[src/logic/mem_bus_pkg.sv]
package mem_bus_pkg;

    ////////////////////
    // CPU bus geometry
    ////////////////////

    // One bridge per DDR controller
    localparam int NUM_CHANNELS = 2;
    localparam int CHAN_BITS = 1;

    localparam int CPU_ADDR_BITS = 25;
    localparam int DATA_BITS = 32;
    localparam int STRB_BITS = 4;

    ////////////////////
    // CPU address word
    ////////////////////

    // Flat word, or channel / controller word address / half bit
    typedef union packed {
        logic [CPU_ADDR_BITS-1:0] flat;
        struct packed {
            logic [CHAN_BITS-1:0] chan;
            logic [CPU_ADDR_BITS-CHAN_BITS-2:0] user_addr;
            logic half;
        } f;
    } cpu_addr_u;

endpackage

[src/logic/ddr_user_pkg.sv]
package ddr_user_pkg;

    ////////////////////
    // MIG user port
    ////////////////////

    localparam int USER_ADDR_BITS = 23;
    localparam int CMD_BITS = 3;

    // Command register codes
    localparam logic [CMD_BITS-1:0] CMD_NOP = 3'b000;
    localparam logic [CMD_BITS-1:0] CMD_INIT = 3'b010;
    localparam logic [CMD_BITS-1:0] CMD_WRITE = 3'b100;
    localparam logic [CMD_BITS-1:0] CMD_READ = 3'b110;

    ////////////////////
    // Burst timing
    ////////////////////

    // Edges from the sampled ack to burst_done high
    localparam int BURST_DELAY = 3;

    // burst_done high time for a two word burst
    localparam int BURST_HOLD = 2;

endpackage

[src/logic/mem_req_if.sv]
interface mem_req_if;
    import mem_bus_pkg::*;

    // Request held by the router until ready
    logic valid;
    cpu_addr_u addr;
    logic [DATA_BITS-1:0] wdata;
    logic [STRB_BITS-1:0] wstrb;

    // Response with a single cycle ready pulse
    logic ready;
    logic [DATA_BITS-1:0] rdata;

    modport router (
        output valid, addr, wdata, wstrb,
        input ready
    );

    modport bridge (
        input valid, addr, wdata, wstrb,
        output ready, rdata
    );

    modport merge (
        input ready, rdata
    );

endinterface

[src/logic/req_router.sv]
module req_router (
    input logic clk90,
    input logic sys_rst180,
    input logic mem_valid,
    input mem_bus_pkg::cpu_addr_u mem_addr,
    input logic [mem_bus_pkg::DATA_BITS-1:0] mem_wdata,
    input logic [mem_bus_pkg::STRB_BITS-1:0] mem_wstrb,
    mem_req_if.router chan [mem_bus_pkg::NUM_CHANNELS]
);
    import mem_bus_pkg::*;

    localparam logic [1:0] RT_IDLE = 2'd0;
    localparam logic [1:0] RT_BUSY = 2'd1;
    localparam logic [1:0] RT_RETIRE = 2'd2;

    logic [1:0] rt_state;
    logic [CHAN_BITS-1:0] grant;
    logic [NUM_CHANNELS-1:0] chan_valid;
    logic [NUM_CHANNELS-1:0] chan_ready;

    genvar i;
    generate
        for (i = 0; i < NUM_CHANNELS; i++) begin : g_chan
            // Only the granted channel sees valid
            assign chan_valid[i] = mem_valid && (rt_state == RT_BUSY) &&
                                   (grant == CHAN_BITS'(i));
            assign chan[i].valid = chan_valid[i];
            assign chan[i].addr = mem_addr;
            assign chan[i].wdata = mem_wdata;
            assign chan[i].wstrb = mem_wstrb;
            assign chan_ready[i] = chan[i].ready;
        end
    endgenerate

    always_ff @(posedge clk90) begin
        if (sys_rst180) begin
            rt_state <= RT_IDLE;
        end else begin
            case (rt_state)
                RT_IDLE: begin
                    if (mem_valid) begin
                        grant <= mem_addr.f.chan;
                        rt_state <= RT_BUSY;
                    end
                end
                RT_BUSY: begin
                    if (chan_ready[grant]) begin
                        rt_state <= RT_RETIRE;
                    end
                end
                // mem_valid of the finished access is still up here
                RT_RETIRE: begin
                    rt_state <= RT_IDLE;
                end
                default: begin
                    rt_state <= RT_IDLE;
                end
            endcase
        end
    end

    // Only the channel named by the held address is forwarded
    a_one_channel: assert property (
        @(posedge clk90) disable iff (sys_rst180)
        chan_valid != '0 |-> chan_valid == (NUM_CHANNELS'(1) << mem_addr.f.chan)
    ) else $error("router drives a channel other than the addressed one");

    a_aligned: assert property (
        @(posedge clk90) disable iff (sys_rst180)
        mem_valid |-> !mem_addr.flat[0]
    ) else $error("CPU address not aligned to a controller word");

endmodule

[src/logic/mig_channel_bridge.sv]
module mig_channel_bridge (
    input logic clk90,
    input logic sys_rst180,
    mem_req_if.bridge req,
    input logic init_done,
    input logic user_cmd_ack,
    input logic user_data_valid,
    input logic auto_refresh_req,
    input logic ar_done,
    input logic [mem_bus_pkg::DATA_BITS-1:0] user_output_data,
    output logic [ddr_user_pkg::CMD_BITS-1:0] user_command_register,
    output logic [ddr_user_pkg::USER_ADDR_BITS-1:0] user_input_address,
    output logic [mem_bus_pkg::DATA_BITS-1:0] user_input_data,
    output logic [mem_bus_pkg::STRB_BITS-1:0] user_data_mask,
    output logic burst_done
);
    import ddr_user_pkg::*;

    localparam logic [3:0] ST_STARTUP = 4'd0;
    localparam logic [3:0] ST_WAIT_INIT = 4'd1;
    localparam logic [3:0] ST_IDLE = 4'd2;
    localparam logic [3:0] ST_WAIT_REFRESH = 4'd3;
    localparam logic [3:0] ST_WRITE_CMD = 4'd4;
    localparam logic [3:0] ST_WRITE_WAIT = 4'd5;
    localparam logic [3:0] ST_WRITE_DONE = 4'd6;
    localparam logic [3:0] ST_READ_CMD = 4'd7;
    localparam logic [3:0] ST_READ_WAIT = 4'd8;
    localparam logic [3:0] ST_READ_DONE = 4'd9;

    localparam logic [1:0] DP_IDLE = 2'd0;
    localparam logic [1:0] DP_WRITE = 2'd1;
    localparam logic [1:0] DP_READ = 2'd2;
    localparam logic [1:0] DP_WAIT = 2'd3;

    logic [3:0] bridge_state;
    logic [1:0] wait_cnt;
    logic [1:0] dp_state;

    ////////////////////
    // Command sequencer
    ////////////////////

    always_ff @(posedge clk90) begin
        if (sys_rst180) begin
            bridge_state <= ST_STARTUP;
            user_command_register <= CMD_NOP;
            burst_done <= 1'b0;
            req.ready <= 1'b0;
            wait_cnt <= '0;
        end else begin
            req.ready <= 1'b0;
            case (bridge_state)
                ST_STARTUP: begin
                    if (!init_done) begin
                        user_command_register <= CMD_INIT;
                        bridge_state <= ST_WAIT_INIT;
                    end else begin
                        bridge_state <= ST_IDLE;
                    end
                end
                ST_WAIT_INIT: begin
                    user_command_register <= CMD_NOP;
                    if (init_done) begin
                        bridge_state <= ST_IDLE;
                    end
                end
                ST_IDLE: begin
                    // Refresh has priority over a pending request
                    if (auto_refresh_req) begin
                        bridge_state <= ST_WAIT_REFRESH;
                    end else if (req.valid && !req.ready && !user_cmd_ack) begin
                        // ready still high means the router has not retired yet
                        user_input_address <= req.addr.f.user_addr;
                        if (req.wstrb != '0) begin
                            user_command_register <= CMD_WRITE;
                            bridge_state <= ST_WRITE_CMD;
                        end else begin
                            user_command_register <= CMD_READ;
                            bridge_state <= ST_READ_CMD;
                        end
                    end
                end
                ST_WAIT_REFRESH: begin
                    if (ar_done) begin
                        bridge_state <= ST_IDLE;
                    end
                end
                ST_WRITE_CMD: begin
                    if (user_cmd_ack) begin
                        wait_cnt <= 2'(BURST_DELAY);
                        bridge_state <= ST_WRITE_WAIT;
                    end
                end
                ST_WRITE_WAIT: begin
                    if (wait_cnt == 2'd1) begin
                        burst_done <= 1'b1;
                        wait_cnt <= 2'(BURST_HOLD);
                        bridge_state <= ST_WRITE_DONE;
                    end else begin
                        wait_cnt <= wait_cnt - 2'd1;
                    end
                end
                ST_WRITE_DONE: begin
                    user_command_register <= CMD_NOP;
                    if (wait_cnt == 2'd1) begin
                        burst_done <= 1'b0;
                        req.ready <= 1'b1;
                        bridge_state <= ST_IDLE;
                    end else begin
                        wait_cnt <= wait_cnt - 2'd1;
                    end
                end
                ST_READ_CMD: begin
                    if (user_cmd_ack) begin
                        wait_cnt <= 2'(BURST_DELAY);
                        bridge_state <= ST_READ_WAIT;
                    end
                end
                ST_READ_WAIT: begin
                    if (wait_cnt == 2'd1) begin
                        burst_done <= 1'b1;
                        wait_cnt <= 2'(BURST_HOLD);
                        bridge_state <= ST_READ_DONE;
                    end else begin
                        wait_cnt <= wait_cnt - 2'd1;
                    end
                end
                ST_READ_DONE: begin
                    user_command_register <= CMD_NOP;
                    if (wait_cnt == 2'd1) begin
                        burst_done <= 1'b0;
                        // Controller must release the ack before the next command
                        if (!user_cmd_ack) begin
                            req.ready <= 1'b1;
                            bridge_state <= ST_IDLE;
                        end
                    end else begin
                        wait_cnt <= wait_cnt - 2'd1;
                    end
                end
                default: begin
                    bridge_state <= ST_STARTUP;
                end
            endcase
        end
    end

    ////////////////////
    // Burst data path
    ////////////////////

    always_ff @(posedge clk90) begin
        if (sys_rst180 || !init_done) begin
            dp_state <= DP_IDLE;
        end else begin
            case (dp_state)
                DP_IDLE: begin
                    if (user_cmd_ack) begin
                        if (user_command_register == CMD_WRITE) begin
                            user_input_data <= req.wdata;
                            user_data_mask <= req.wstrb;
                            dp_state <= DP_WRITE;
                        end else if (user_command_register == CMD_READ && user_data_valid) begin
                            req.rdata <= user_output_data;
                            dp_state <= DP_READ;
                        end
                    end
                end
                // Second word of the burst is written with an empty mask
                DP_WRITE: begin
                    user_data_mask <= '0;
                    dp_state <= DP_WAIT;
                end
                DP_READ: begin
                    dp_state <= DP_WAIT;
                end
                DP_WAIT: begin
                    if (!user_cmd_ack) begin
                        dp_state <= DP_IDLE;
                    end
                end
                default: begin
                    dp_state <= DP_IDLE;
                end
            endcase
        end
    end

    a_no_cmd_before_init: assert property (
        @(posedge clk90) disable iff (sys_rst180)
        (user_command_register == CMD_WRITE || user_command_register == CMD_READ)
            |-> init_done
    ) else $error("access command before init_done");

    a_burst_done_len: assert property (
        @(posedge clk90) disable iff (sys_rst180)
        $rose(burst_done) |=> burst_done ##1 !burst_done
    ) else $error("burst_done not high for exactly two cycles");

endmodule

[src/logic/resp_merge.sv]
module resp_merge (
    input logic clk90,
    input logic sys_rst180,
    mem_req_if.merge chan [mem_bus_pkg::NUM_CHANNELS],
    output logic mem_ready,
    output logic [mem_bus_pkg::DATA_BITS-1:0] mem_rdata
);
    import mem_bus_pkg::*;

    logic [NUM_CHANNELS-1:0] chan_ready;
    logic [DATA_BITS-1:0] chan_rdata [NUM_CHANNELS];
    logic [DATA_BITS-1:0] sel_rdata;

    genvar i;
    generate
        for (i = 0; i < NUM_CHANNELS; i++) begin : g_chan
            assign chan_ready[i] = chan[i].ready;
            assign chan_rdata[i] = chan[i].rdata;
        end
    endgenerate

    // Data of the channel that just finished
    always_comb begin
        sel_rdata = '0;
        for (int k = 0; k < NUM_CHANNELS; k++) begin
            if (chan_ready[k]) begin
                sel_rdata = chan_rdata[k];
            end
        end
    end

    always_ff @(posedge clk90) begin
        if (sys_rst180) begin
            mem_ready <= 1'b0;
        end else begin
            mem_ready <= |chan_ready;
        end
    end

    always_ff @(posedge clk90) begin
        if (|chan_ready) begin
            mem_rdata <= sel_rdata;
        end
    end

    a_single_ready: assert property (
        @(posedge clk90) disable iff (sys_rst180)
        $onehot0(chan_ready)
    ) else $error("two channels finished in the same cycle");

endmodule

[src/logic/ddr_multi_bridge.sv]
module ddr_multi_bridge (
    input logic clk90,
    input logic sys_rst180,

    // CPU memory bus
    input logic mem_valid,
    input mem_bus_pkg::cpu_addr_u mem_addr,
    input logic [mem_bus_pkg::DATA_BITS-1:0] mem_wdata,
    input logic [mem_bus_pkg::STRB_BITS-1:0] mem_wstrb,
    output logic mem_ready,
    output logic [mem_bus_pkg::DATA_BITS-1:0] mem_rdata,

    // MIG user ports, one entry per channel
    input logic [mem_bus_pkg::NUM_CHANNELS-1:0] init_done,
    input logic [mem_bus_pkg::NUM_CHANNELS-1:0] user_cmd_ack,
    input logic [mem_bus_pkg::NUM_CHANNELS-1:0] user_data_valid,
    input logic [mem_bus_pkg::NUM_CHANNELS-1:0] auto_refresh_req,
    input logic [mem_bus_pkg::NUM_CHANNELS-1:0] ar_done,
    input logic [mem_bus_pkg::NUM_CHANNELS-1:0][mem_bus_pkg::DATA_BITS-1:0] user_output_data,
    output logic [mem_bus_pkg::NUM_CHANNELS-1:0][ddr_user_pkg::CMD_BITS-1:0]
        user_command_register,
    output logic [mem_bus_pkg::NUM_CHANNELS-1:0][ddr_user_pkg::USER_ADDR_BITS-1:0]
        user_input_address,
    output logic [mem_bus_pkg::NUM_CHANNELS-1:0][mem_bus_pkg::DATA_BITS-1:0] user_input_data,
    output logic [mem_bus_pkg::NUM_CHANNELS-1:0][mem_bus_pkg::STRB_BITS-1:0] user_data_mask,
    output logic [mem_bus_pkg::NUM_CHANNELS-1:0] burst_done
);
    import mem_bus_pkg::*;

    mem_req_if chan [NUM_CHANNELS] ();

    req_router i_router (
        .clk90(clk90),
        .sys_rst180(sys_rst180),
        .mem_valid(mem_valid),
        .mem_addr(mem_addr),
        .mem_wdata(mem_wdata),
        .mem_wstrb(mem_wstrb),
        .chan(chan)
    );

    genvar g;
    generate
        for (g = 0; g < NUM_CHANNELS; g++) begin : g_bridge
            mig_channel_bridge i_bridge (
                .clk90(clk90),
                .sys_rst180(sys_rst180),
                .req(chan[g]),
                .init_done(init_done[g]),
                .user_cmd_ack(user_cmd_ack[g]),
                .user_data_valid(user_data_valid[g]),
                .auto_refresh_req(auto_refresh_req[g]),
                .ar_done(ar_done[g]),
                .user_output_data(user_output_data[g]),
                .user_command_register(user_command_register[g]),
                .user_input_address(user_input_address[g]),
                .user_input_data(user_input_data[g]),
                .user_data_mask(user_data_mask[g]),
                .burst_done(burst_done[g])
            );
        end
    endgenerate

    resp_merge i_merge (
        .clk90(clk90),
        .sys_rst180(sys_rst180),
        .chan(chan),
        .mem_ready(mem_ready),
        .mem_rdata(mem_rdata)
    );

endmodule

[config.mk]
export PLATFORM = sky130hd
export DESIGN_NAME = ddr_multi_bridge
export DESIGN_NICKNAME = d
export VERILOG_FILES = /design/src/logic/mem_bus_pkg.sv /design/src/logic/ddr_user_pkg.sv /design/src/logic/mem_req_if.sv /design/src/logic/req_router.sv /design/src/logic/mig_channel_bridge.sv /design/src/logic/resp_merge.sv /design/src/logic/ddr_multi_bridge.sv
export SDC_FILE = /design/constraint.sdc
export NUM_CORES = 1
export LEC_CHECK = 0
export BUFFER_PORTS_ARGS = -buffer_cell sky130_fd_sc_hd__buf_2
export CAP_MARGIN = 20
export CORE_MARGIN = 2
export CORE_UTILIZATION = 45
export DETAILED_ROUTE_END_ITERATION = 10
export PLACE_DENSITY = 0.86
export SLEW_MARGIN = 20
export SYNTH_ARGS = -nofsm -noshare
export SYNTH_HDL_FRONTEND = slang
export SYNTH_SLANG_ARGS = --single-unit
[constraint.sdc]
create_clock -name clk90 -period 4.1 [get_ports clk90]
set_input_delay 0.615 -clock clk90 [delete_from_list [all_inputs] [get_ports clk90]]
set_output_delay 0.615 -clock clk90 [all_outputs]
set_load 0.005 [all_outputs]
==> results.md, run 1 <==
Run status:
- The run finished with clean final reports.

Synth:
- The main combinational cell family by area after synthesis is compound AO/OA/AOI/OAI gates.
- Of the synthesized area, sequential elements account for 0.780.
- The number of warning messages in the yosys log is 0.
- The share of synthesized area in the top cell type comes to 0.720.
- The largest area contributor in the netlist is sky130_fd_sc_hd__edfxtp_1.
- The xor and xnor fraction of the mapped netlist area is 0.00195.
- In the synthesized netlist, the number of instances is 545.
- Among all flip-flop cells after synthesis, the most frequent one is sky130_fd_sc_hd__edfxtp_1.
- The number of flops mapped to enable cells by yosys is 215.
- The synthesized design contains 242 register bits.
- The fraction of registers with async set/reset is 0.
- After synthesis, the cell types taking the most area are sky130_fd_sc_hd__edfxtp_1 (72%), sky130_fd_sc_hd__dfxtp_1 (6.0%), sky130_fd_sc_hd__a22o_1 (3.3%), sky130_fd_sc_hd__ha_1 (1.4%), sky130_fd_sc_hd__nor2b_1 (1.3%).
- The cell area after synthesis is 8970 um^2.
- The per-instance average area after synthesis is 16.5 um^2.
- The multiplexer share of the synthesized area is 0.00683.
- The compound-gate portion of the synthesized area was 0.0918.
- Of the total synthesized cell area, the portion taken by AND, OR, NAND and NOR gates is 0.0806.
- Of the total synthesized cell area, the portion taken by full adders, half adders and majority gates is 0.0139.
- Yosys mapped the design onto 60 distinct sky130hd cell types.

Final layout:
- At the end of the flow the core is filled with cells to 0.589.
- In the final design database the tool counted 994 nets.
- The layout has 1529 filler cells.
- Once layout is done, the placed cells without fillers occupy 11500 um^2.
- The ratio of cells with drive above 1 in the final layout is 0.413.
- The storage element area is 7000 um^2.
- The area added between synthesis and finish is 28.2%.
- In the final layout, the multi-input gates occupy 1790 um^2.

Clocking:
- The number of setup buffers added after CTS is 0.
- TritonCTS built the clock tree.
- The clock edge transition at the registers on the reported setup and hold paths is 60 ps.
- The total clock sinks is 242.
- The root buffer cell is sky130_fd_sc_hd__clkbuf_16.
- After clock tree synthesis, the flow added hold-fix buffers numbering 0.
- The buffer levels on the longest clock path is 3.
- The number of buffers created by CTS is 25.
- For the worst-skew pair, the clock arrives at the later sink with an insertion delay of 520 ps.
- The maximum level of the CTS H-tree is 1.
- Gates resized during post-CTS repair numbered 0.

Detailed routing:
- The first routing iteration left 401 violations.
- The detail route stage leaves a number of antenna-violating nets equal to 0.
- The count of vias placed by the detailed router is 5779.
- For this run, the detailed router's first-pass iteration total came to 4.
- After detailed routing, the number of remaining DRC violations is 0.
- After detailed routing, the total wire length is 21100 um.
- After detailed routing, the number of vias per cell comes to 5.11.
- After detailed routing, the average wire length per cell comes to 18.6 um.

Setup path:
- The endpoint required time on the critical path is 4290 ps.
- Walking the worst path, the cells encountered are buf_4 > or3b_4 > nor3_1 > nand2_1 > nor2_2 > buf_4.
- The setup path with the least slack is of type register to register.
- The peak fanout along the critical path is 37.
- The type of element launching the critical path is a register.
- The maximum single-stage delay on the critical path is 450 ps.
- The slowest cell on the critical path is sky130_fd_sc_hd__or3b_4.
- STA classifies the critical path endpoint as a register.
- The worst endpoint data arrival time is 2320 ps.
- In this design, the critical path's most frequently occurring cell is sky130_fd_sc_hd__buf_4.

Timing:
- In the finished design, the share of the clock period the worst path needs comes to 0.519.
- At the pin with the least slew margin, the transition time is 939 ps.
- Setup repair after global routing left no endpoint under its margin.
- The sum of negative setup slack is 0 ps.
- For the finished layout, the period the worst path requires is 2130 ps.
- The headroom to the max-slew limit is 0.372.
- The max-slew violation count is 0.
- The number of hold violations in the final report was 0.
- The worst setup skew after layout is 12.4 ps.
- Setup violations remaining at the end of the flow were counted as 0.
- The highest achievable clock rate is 470 MHz.

Run:
- The max-capacitance violation count is 0.

Pwr:
- Cell internal power was estimated by the tool at 4.17 mW.
- The part of the total power dissipated in the clock network is 0.384.
- The reported net switching power is 1.28 mW.
- The share of total power dissipated in sequential elements is 0.520.
- Of the total power, the share spent switching nets is 0.235.
- The reported leakage power is 4.35 nW.
- The power after layout is 5.44 mW.
- The combinational share of power is 0.097.
- The cell area power density is 473 nW/um^2.
- The worst ir drop on vdd is 0.000276 V.

Global routing:
- Entering global routing, the biggest net connects 38 pins.
- The combined global-route utilization of all metal layers is 0.195.
- After global routing the overflow that remains totals 0.
- The number of global-route vias before repair is 5659.
- The number of antenna violations at the first check in global routing is 4.
- The global-route wire length before repair is 32000 um.

Placed design:
- The final weighted congestion in routability-driven placement is 0.840.
- The placed instances occupy a cell area of 10700 um^2.
- In this run the tool buffered the top-level ports with 293 buffer cells.
- Detailed placement ended at an HPWL of 15300 um.

Die:
- The horizontal die dimension is 145 um.
- For this configuration, the core starts out at a cell density of 0.459.
- In this run the count of I/O pins placed on the die edge is 297.
- The die covers 21100 um^2.
- The vertical die dimension is 145 um.
- The area of the core region is 19500 um^2.
- The number of cell rows is 51.

Worst hold path:
- In this run the worst hold path is classified as input pin to register.
## flip-flops by register name (all words and copies together), names as in the netlist
| register | flops |
|---|---|
| g_bridge.i_bridge.req.ready | 2 |
| g_bridge.i_bridge.req.rdata | 64 |
| i_merge.mem_rdata | 32 |
| i_merge.mem_ready | 1 |
| g_bridge.i_bridge.user_command_register | 4 |
| g_bridge.i_bridge.dp_state | 4 |
| g_bridge.i_bridge.user_input_address | 46 |
| g_bridge.i_bridge.user_input_data | 64 |
| g_bridge.i_bridge.bridge_state | 8 |
| i_router.rt_state | 2 |
| g_bridge.i_bridge.user_data_mask | 8 |
| g_bridge.i_bridge.burst_done | 2 |
| g_bridge.i_bridge.wait_cnt | 4 |
| i_router.grant | 1 |
## kinds of logic after synthesis
kind of cell	after synthesis
DFF	242
and+or+nand+nor	128
AOI/OAI and AO/OA	108
buffers and inverters	48
adders and majority gates	10
muxes	6
xor gates and xnor gates	2
other	1
## cells in the final DEF, fill, tap and decap left out, types with 16 or more instances in the layout
cell / n
sky130_fd_sc_hd__edfxtp_1: 215
sky130_fd_sc_hd__a22o_1: 34
sky130_fd_sc_hd__buf_2: 294
sky130_fd_sc_hd__nor2b_1: 18
sky130_fd_sc_hd__nor2_1: 20
sky130_fd_sc_hd__inv_1: 19
sky130_fd_sc_hd__nand2_1: 28
sky130_fd_sc_hd__clkbuf_16: 25
sky130_fd_sc_hd__a21oi_1: 16
sky130_fd_sc_hd__dfxtp_1: 27
## power groups by stage
stage	logic, mW	clock network, mW	registers, mW
after CTS	0.525	2.13	2.83
after floorplan	0.414	0	2.81
final	0.526	2.09	2.83
after detailed placement	0.520	0	2.88
after global placement	0.503	0	2.87
after global routing	0.587	2.23	2.84
## per-layer routing
metal | GRT usage | share of wire
met4 | 0.0828 | 0.037
met2 | 0.354 | 0.54
met5 | 0 | 0
met3 | 0.0412 | 0.066
met1 | 0.222 | 0.36
## critical path: cells and delay by family, from the launching register on
| family | cells | cell delay, ps |
|---|---|---|
| AND/OR/NAND/NOR | 4 | 930 |
| buffers and inverters | 2 | 560 |
| flip-flops | 1 | 300 |
## synth_stat cells, drive strengths merged, types with 5 or more instances
library cell and count:
inv 19, nor3b 12, ha 10, o211ai 6, nor2 23, buf 16, clkbuf 13, nor2b 19
o21ai 12, a22o 34, mux2i 5, nand3 9, a211oi 9, edfxtp 215, nand4 5, nand2b 7
nand2 28, dfxtp 27, a21oi 17
## worst paths after layout
kind	start	end	slack (ps)	cells after the start
setup / recovery	g_bridge[1].i_bridge.req.ready	g_bridge[1].i_bridge.user_input_address[16]	1970	6
hold / removal	mem_addr[24]	i_router.grant	270	1
setup reg to reg	g_bridge[1].i_bridge.req.ready	g_bridge[1].i_bridge.user_input_address[16]	1970	6
hold reg to reg	g_bridge[1].i_bridge.dp_state[1]	g_bridge[1].i_bridge.dp_state[1]	470	2
## final cells by class
type                            instances  area share
Antenna cell                            4    0.000871
Timing Repair Buffer                  302       0.133
Sequential cell                       242       0.609
Tap cell                              265      0.0288
Multi-Input combinational cell        256       0.156
Clock buffer                           26      0.0547
Clock inverter                         18      0.0120
Inverter                               19     0.00620
## metrics by stage
stage / cells / setup WS (ps) / hold slack, ps
3_3_place_gp: 1083 / 1650 / 453
3_5_place_dp: 1083 / 1670 / 464
5_1_grt: 1131 / 1740 / 257
2_1_floorplan: 546 / 195 / 439
4_1_cts: 1127 / 1960 / 253
6_report: 1132 / 1970 / 272
Power figures use the tool's default switching activity.
==> inputs of run 2 (changes only) <==
Clock period 4.1 ns to 1.8 ns, I/O delays scaled along.
==> run 2 against run 1 <==
First-iteration DRC count shrank 11%. Register-to-register slack lost 1900 ps. Total power grew 140%. Sequential cell count is the same. Clock-buffer cell count grew 2. Sequential power grew 120%. Worst setup slack lost 1900 ps. Clock skew grew 17 ps. Worst hold slack lost 210 ps. Via count grew 15%. Maximum frequency grew 23%. Die area is the same.
==> results.md, run 2 (same netlist as run 1, synthesis figures left out) <==
Run status:
- Run status: finished, final reports clean (unchanged).

Die:
- The area of the die came to 21100 um^2 (unchanged).
- The count of pins on the block boundary is 297 (unchanged).
- The vertical die dimension came to 145 um (unchanged).
- The starting density of the core was 0.459 (unchanged).
- The horizontal die dimension is 145 um (unchanged).
- The area of the core region is 19500 um^2 (unchanged).
- The number of cell rows is 51 (unchanged).

Setup path:
- The reg2reg setup slack is 70 ps (was 1970 ps).
- The type of element launching the critical path was a register (unchanged).
- The worst endpoint data arrival time came to 1940 ps (was 2320 ps).
- The endpoint required time on the critical path came to 2020 ps (was 4290 ps).
- The peak fanout along the critical path is 11 (was 37).
- The classification of the worst setup path is register to register (unchanged).
- The launch point of the worst path is i_router.grant (was g_bridge[1].i_bridge.req.ready).
- The logic depth of the worst register-to-register path is 5 (was 6).
- The source of the worst register-to-register timing path is i_router.grant (was g_bridge[1].i_bridge.req.ready).
- The critical path endpoint was g_bridge[1].i_bridge.user_input_address[5] (was g_bridge[1].i_bridge.user_input_address[16]).
- The endpoint kind of the worst setup timing path is a register (unchanged).
- The endpoint of the worst register-to-register path was g_bridge[1].i_bridge.user_input_address[5] (was g_bridge[1].i_bridge.user_input_address[16]).

Clocking:
- The TritonCTS clock tree is yes (unchanged).
- The number of buffers created by CTS came to 24 (was 25).
- The insertion delay of the later-clocked pin in the worst-skew pair is 530 ps (was 520 ps).
- The maximum level of the CTS H-tree is 1 (unchanged).
- The root buffer cell is sky130_fd_sc_hd__clkbuf_16 (unchanged).
- The total clock sinks is 242 (unchanged).
- The clock edge transition at the registers on the reported setup and hold paths is 60 ps (about the same).
- The buffer levels on the longest clock path is 3 (unchanged).

Pwr:
- The internal power is 10.0 mW (was 4.17 mW).
- The reported leakage power is 5.08 nW (was 4.35 nW).
- The worst ir drop on vdd is 0.000554 V (was 0.000276 V).
- The switching share of power came to 0.237 (was 0.235).
- The portion of total power attributed to sequential cells is 0.481 (was 0.520).
- The reported net switching power is 3.13 mW (was 1.28 mW).
- The part of the total power dissipated in the clock network is 0.383 (was 0.384).
- The combinational share of power is 0.135 (was 0.097).
- The power after layout is 13.2 mW (was 5.44 mW).
- The cell area power density is 1000 nW/um^2 (was 473 nW/um^2).

Timing:
- The number of hold violations in the final report came to 0 (unchanged).
- The max-slew violation count came to 0 (unchanged).
- The total setup violations reported at the end of the flow is 0 (unchanged).
- The time the worst path needs with I/O delays and setup is 1730 ps (was 2130 ps).
- The portion of the clock cycle consumed by the worst path in the final layout was 0.958 (was 0.519).
- The slew of the pin with the lowest slew margin is 818 ps (was 939 ps).
- The highest achievable clock rate was 580 MHz (was 470 MHz).
- The sum of negative setup slack is 0 ps (unchanged).
- The headroom to the max-slew limit was 0.455 (was 0.372).
- The worst hold slack is 62.0 ps (was 272 ps).
- The worst setup skew after layout was 29.8 ps (was 12.4 ps).

Global routing:
- The most used routing layer in global routing is met2 (unchanged).
- The global routing met3 resource utilization is 0.0399 (was 0.0412).
- The global-route wire length before repair is 38200 um (was 32000 um).
- The total congestion overflow after global routing came to 0 (unchanged).
- The number of global-route vias before repair was 6636 (was 5659).
- The maximum number of pins on one net before global-route repair is 36 (was 38).
- The met1 capacity usage during global routing came to 0.264 (was 0.222).
- The met2 usage is 0.432 (was 0.354).
- The combined global-route utilization of all metal layers is 0.234 (was 0.195).
- The number of antenna violations at the first check in global routing is 2 (was 4).

Detailed routing:
- The overall routed net length came to 25700 um (was 21100 um).
- The length of the first detailed-routing pass in iterations came to 5 (was 4).
- The average wire length per cell after detail routing is 20.0 um (was 18.6 um).
- The number of routed nets with antenna violations is 0 (unchanged).
- The detailed router's first-iteration violation count was 356 (was 401).
- The count of vias placed by the detailed router came to 6655 (was 5779).
- The number of vias per cell after detailed routing is 5.20 (was 5.11).
- The DRC violation count after routing is 0 (unchanged).

Final layout:
- The area added between synthesis and finish is 46.5% (was 28.2%).
- The number of non-filler instances in the completed layout is 1281 (was 1132).
- The number of nets in the final layout was 1144 (was 994).
- The most frequent standard cell in the layout excluding fill and tap cells is sky130_fd_sc_hd__buf_2 (unchanged).
- Largest registers ranked by flip-flop count: g_bridge.i_bridge.req.rdata: 64 flops, g_bridge.i_bridge.user_input_data: 64 flops, g_bridge.i_bridge.user_input_address: 46 flops (unchanged).
- The ratio of cells with drive above 1 in the final layout was 0.399 (was 0.413).
- Most frequent cells in the layout: sky130_fd_sc_hd__buf_2 (293), sky130_fd_sc_hd__edfxtp_1 (215), sky130_fd_sc_hd__dlygate4sd3_1 (120), sky130_fd_sc_hd__a22o_1 (34), sky130_fd_sc_hd__buf_4 (33) (was sky130_fd_sc_hd__buf_2 (294), sky130_fd_sc_hd__edfxtp_1 (215), sky130_fd_sc_hd__a22o_1 (34), sky130_fd_sc_hd__nand2_1 (28), sky130_fd_sc_hd__dfxtp_1 (27)).
- The number of fill cells is 1342 (was 1529).

Placed design:
- The half-perimeter wire length of the detailed placement result is 15300 um (about the same).
- The count of buffers inserted at the top-level ports is 293 (unchanged).
- The final weighted congestion in routability-driven placement is 0.884 (was 0.840).
- The total instance count after detailed placement is 1111 (was 1083).

Worst hold path:
- The class of the tightest hold or removal check is input pin to register (unchanged).

Run:
- The max-capacitance violation count is 0 (unchanged).
[run 2: cell count changes in the layout (fill, tap and decap cells not counted), moves of 3 or more]
cell / before / now
sky130_fd_sc_hd__inv_2: 0 / 4
sky130_fd_sc_hd__clkbuf_1: 1 / 4
sky130_fd_sc_hd__buf_4: 8 / 33
sky130_fd_sc_hd__buf_12: 0 / 6
sky130_fd_sc_hd__dfxtp_1: 27 / 19
sky130_fd_sc_hd__inv_1: 19 / 15
sky130_fd_sc_hd__dfxtp_2: 0 / 8
sky130_fd_sc_hd__clkinvlp_4: 3 / 0
sky130_fd_sc_hd__dlygate4sd3_1: 0 / 120
[run 2: worst min-delay path by stage]
| stage | start | endpoint | depth (start not counted) |
|---|---|---|---|
| after floorplan | user_output_data[0] | g_bridge[0].i_bridge.req.rdata[0] | 0 |
| after global placement | i_router.rt_state[1] | i_router.rt_state[0] | 1 |
| after detailed placement | user_output_data[25] | g_bridge[0].i_bridge.req.rdata[25] | 1 |
| after CTS | user_cmd_ack[0] | g_bridge[0].i_bridge.req.ready | 2 |
| after global routing | user_cmd_ack[0] | g_bridge[0].i_bridge.req.ready | 2 |
| final | user_cmd_ack[0] | g_bridge[0].i_bridge.req.ready | 2 |
[run 2: metal layers]
metal  vias to the layer above  wire length (um)
met1                      3242              9310
met2                       330             13600
met5                         -                 0
met3                        77              1490
li1                       3006                 -
met4                         0              1230
[run 2: worst max-delay path, stage by stage, from the launching register on]
cell and delay, ps:
sky130_fd_sc_hd__edfxtp_1 380, sky130_fd_sc_hd__or3b_4 420, sky130_fd_sc_hd__nor3_4 160, sky130_fd_sc_hd__nand2_2 100
sky130_fd_sc_hd__nor2_4 180, sky130_fd_sc_hd__clkbuf_16 200
[run 2: area by class of cell]
class	count	area, um^2	share of cell area
flip-flops and latches	242	7010	0.533
clock inverters	16	176	0.0134
inverters	19	71.3	0.00543
diodes	2	5.00	0.000381
multi-input cells	256	1870	0.143
well taps	265	332	0.0252
repair buffers	453	3060	0.233
clock buffers	28	616	0.0468
[run 2: repair_timing]
action,in CTS,in global routing
resized for setup,0,9
setup buffers,0,3
hold buffers,120,0
setup endpoints to repair,0,52
endpoints found under the hold margin,175,0
[run 2: stage by stage]
stage / setup slack, ps / instance area [um^2] / util
after floorplan: -272 / 9070 / -
after global placement: 81.1 / 11100 / 0.567
after detailed placement: 60.5 / 11100 / 0.567
after global routing: -3.63 / 13100 / 0.673
final: 74.8 / 13100 / 0.673
after CTS: 27.5 / 13100 / 0.669
[run 2: power by group through the flow]
stage / sequential, mW / combinational (mW) / clock [mW]
floorplan: 6.43 / 0.982 / 0
global placement: 6.44 / 1.45 / 0
detailed placement: 6.45 / 1.48 / 0
CTS: 6.33 / 1.70 / 5.08
global route: 6.35 / 1.94 / 5.36
finish: 6.34 / 1.78 / 5.05
==> inputs of run 3 (changes only) <==
Settings changed: CORE_UTILIZATION 45 to 47, CTS_BUF_LIST set to sky130_fd_sc_hd__clkbuf_8, PLACE_DENSITY 0.86 to 0.89.
==> run 3 against run 2 <==
The run now ends with setup timing left. Sequential cell count did not move. Sequential power barely moved. Clock power fell by 13%. Die area fell by 4.1%. Non-clock buffer count rose by 1. Sequential share of layout area rose by 0.38 points. Highest routed layer unchanged.
==> results.md, run 3 (same netlist as run 1, synthesis figures left out) <==
Clocking:
- The TritonCTS clock tree is yes (unchanged).
- The clock edge transition at the registers on the reported setup and hold paths is 60 ps (about the same).
- The maximum level of the CTS H-tree came to 2 (was 1).
- The number of buffers created by CTS is 38 (was 24).
- The buffer levels on the longest clock path is 3 (unchanged).
- The total clock sinks is 242 (unchanged).
- The root buffer cell is sky130_fd_sc_hd__clkbuf_8 (was sky130_fd_sc_hd__clkbuf_16).
- The insertion delay of the later-clocked pin in the worst-skew pair came to 530 ps (about the same).

Detailed routing:
- The overall routed net length is 26200 um (was 25700 um).
- The number of routed nets with antenna violations was 0 (unchanged).
- The length of the first detailed-routing pass in iterations is 6 (was 5).
- The number of vias per cell after detailed routing is 5.30 (was 5.20).
- The average wire length per cell after detail routing came to 20.6 um (was 20.0 um).
- The DRC violation count after routing came to 0 (unchanged).
- The count of vias placed by the detailed router came to 6739 (was 6655).
- The detailed router's first-iteration violation count is 358 (was 356).

Pwr:
- The reported net switching power came to 3.12 mW (was 3.13 mW).
- The cell area power density was 958 nW/um^2 (was 1000 nW/um^2).
- The power after layout is 12.5 mW (was 13.2 mW).
- The worst ir drop on vdd is 0.000706 V (was 0.000554 V).
- The portion of total power attributed to sequential cells came to 0.509 (was 0.481).
- The part of the total power dissipated in the clock network is 0.349 (was 0.383).
- The internal power is 9.39 mW (was 10.0 mW).
- The switching share of power is 0.249 (was 0.237).
- The reported leakage power is 5.10 nW (was 5.08 nW).
- The combinational share of power is 0.142 (was 0.135).

Setup path:
- The critical path buffer and inverter count is 5 (was 1).
- The worst endpoint data arrival time is 2060 ps (was 1940 ps).
- The count of cell instances traversed by the critical path is 7 (was 5).
- The endpoint kind of the worst setup timing path is a register (unchanged).
- The classification of the worst setup path is input pin to register (was register to register).
- The peak fanout along the critical path is 12 (was 11).
- The logic depth of the worst register-to-register path was 5 (unchanged).
- The type of element launching the critical path is an input pin (was register).
- The source of the worst register-to-register timing path is i_router.grant (unchanged).
- The slowest cell on the critical path is sky130_fd_sc_hd__dlygate4sd3_1 (was sky130_fd_sc_hd__or3b_4).
- The maximum single-stage delay on the critical path was 530 ps (was 420 ps).
- The category of cells accounting for the largest share of critical-path delay was buffers and inverters (was simple AND/OR/NAND/NOR gates).
- The reg2reg setup slack is -10 ps (was 70 ps).
- The endpoint required time on the critical path was 2030 ps (was 2020 ps).
- Cell chain of the critical path: dlygate4sd3_1 > buf_2 > or3_4 > buf_4 > nor4_4 > buf_6 > buf_12 (was or3b_4 > nor3_4 > nand2_2 > nor2_4 > clkbuf_16).
- The endpoint of the worst register-to-register path is g_bridge[0].i_bridge.user_input_address[15] (was g_bridge[1].i_bridge.user_input_address[5]).

Timing:
- Setup repair after global routing could not meet its margin everywhere.
- The highest achievable clock rate is 544 MHz (was 580 MHz).
- The number of hold violations in the final report is 0 (unchanged).
- The portion of the clock cycle consumed by the worst path in the final layout was 1.02 (was 0.958).
- The time the worst path needs with I/O delays and setup was 1840 ps (was 1730 ps).
- The max-slew violation count came to 0 (unchanged).
- The worst setup skew after layout is 17.6 ps (was 29.8 ps).
- The headroom to the max-slew limit is 0.441 (was 0.455).
- The worst hold slack is 78.3 ps (was 62.0 ps).
- The final worst-path setup slack is -37.3 ps (was 74.8 ps).
- The sum of negative setup slack is -648 ps (was 0 ps).
- The total setup violations reported at the end of the flow came to 23 (was 0).
- The slew of the pin with the lowest slew margin is 838 ps (was 818 ps).

Placed design:
- The half-perimeter wire length of the detailed placement result is 15400 um (was 15300 um).
- The minimum setup slack after placement came to 17.7 ps (was 60.5 ps).
- The count of buffers inserted at the top-level ports is 293 (unchanged).
- The final weighted congestion in routability-driven placement was 0.907 (was 0.884).

Worst hold path:
- The cell depth of the worst hold path came to 3 (was 2).
- The hold-critical path endpoint is i_router.rt_state[0] (was g_bridge[0].i_bridge.req.ready).
- The worst hold path startpoint was mem_valid (was user_cmd_ack[0]).
- The class of the tightest hold or removal check is input pin to register (unchanged).

Die:
- The starting density of the core came to 0.480 (was 0.459).
- The vertical die dimension is 142 um (was 145 um).
- The area of the die is 20200 um^2 (was 21100 um^2).
- The area of the core region is 18700 um^2 (was 19500 um^2).
- The horizontal die dimension is 142 um (was 145 um).
- The count of pins on the block boundary is 297 (unchanged).
- The number of cell rows is 50 (was 51).

Global routing:
- The total congestion overflow after global routing is 0 (unchanged).
- The combined global-route utilization of all metal layers was 0.247 (was 0.234).
- The number of global-route vias before repair is 6820 (was 6636).
- The global-route wire length before repair was 37700 um (was 38200 um).
- The number of antenna violations at the first check in global routing is 1 (was 2).
- The maximum number of pins on one net before global-route repair is 36 (unchanged).

Final layout:
- The core occupancy in the finished layout is 0.698 (was 0.673).
- The most frequent standard cell in the layout excluding fill and tap cells is sky130_fd_sc_hd__buf_2 (unchanged).
- The ratio of cells with drive above 1 in the final layout was 0.404 (was 0.399).
- Largest registers ranked by flip-flop count: g_bridge.i_bridge.req.rdata: 64 flops, g_bridge.i_bridge.user_input_data: 64 flops, g_bridge.i_bridge.user_input_address: 46 flops (unchanged).
- Most frequent cells in the layout: sky130_fd_sc_hd__buf_2 (293), sky130_fd_sc_hd__edfxtp_1 (215), sky130_fd_sc_hd__dlygate4sd3_1 (121), sky130_fd_sc_hd__clkbuf_8 (41), sky130_fd_sc_hd__a22o_1 (34) (was sky130_fd_sc_hd__buf_2 (293), sky130_fd_sc_hd__edfxtp_1 (215), sky130_fd_sc_hd__dlygate4sd3_1 (120), sky130_fd_sc_hd__a22o_1 (34), sky130_fd_sc_hd__buf_4 (33)).
- The number of nets in the final layout is 1159 (was 1144).
- The number of fill cells is 1188 (was 1342).
- The area added between synthesis and finish is 45.5% (was 46.5%).

Run status:
- Run status: complete, but fails checks (was finished, final reports clean).
- The final reports fail on setup timing.

Run:
- The max-capacitance violation count was 0 (unchanged).
[run 3: worst max-delay path by stage]
stage	slack, ps	start	endpoint
floorplan	-270	g_bridge[0].i_bridge.bridge_state[3]	g_bridge[0].i_bridge.user_input_address[0]
global placement	60	user_cmd_ack[1]	g_bridge[1].i_bridge.user_input_address[22]
detailed placement	20	g_bridge[0].i_bridge.bridge_state[2]	g_bridge[0].i_bridge.wait_cnt[1]
CTS	20	i_router.grant	g_bridge[1].i_bridge.user_input_address[8]
global route	-40	user_cmd_ack[0]	g_bridge[0].i_bridge.user_input_address[15]
finish	-40	user_cmd_ack[0]	g_bridge[0].i_bridge.user_input_address[15]
[run 3: final cells by class]
type	instances	area, um^2	share of cell area
well taps	234	293	0.0224
inverters	19	71.3	0.00547
clock buffers	41	564	0.0432
clock inverters	23	128	0.00978
diodes	2	5.00	0.000384
multi-input cells	256	1890	0.145
repair buffers	454	3090	0.237
flip-flops and latches	242	7010	0.537
[run 3: power groups by stage]
stage	logic (mW)	clock network, mW	registers, mW
after floorplan	0.982	0	6.43
after global placement	1.45	0	6.47
after detailed placement	1.49	0	6.47
after CTS	1.71	4.33	6.36
after global routing	1.93	4.68	6.38
final	1.77	4.37	6.37
[run 3: worst reg2reg max path: cells and delay by family (launching register included)]
kind	cells	cell delay, ps
and+or+nand+nor	2	600
buffers and inverters	3	490
DFF	1	420
[run 3: routing by layer]
| metal | share of wire | track usage | vias to the layer above |
|---|---|---|---|
| met4 | 0.051 | 0.127 | 0 |
| met1 | 0.35 | 0.268 | 3246 |
| met2 | 0.53 | 0.456 | 365 |
| li1 | - | - | 3041 |
| met3 | 0.067 | 0.0495 | 87 |
| met5 | 0 | 0 | - |
[run 3: repair_timing]
action,in CTS,in global routing
setup buffers,0,2
pin swaps,0,2
hold buffers,121,0
cloned,0,2
gates resized for setup,1,11
endpoints found under the setup margin,1,51
hold endpoints to repair,176,0
[run 3: stage by stage]
step / std cells / instance area [um^2]
2_1_floorplan: 546 / 9070
3_3_place_gp: 1080 / 11000
3_5_place_dp: 1080 / 11000
4_1_cts: 1265 / 13000
5_1_grt: 1270 / 13000
6_report: 1271 / 13000
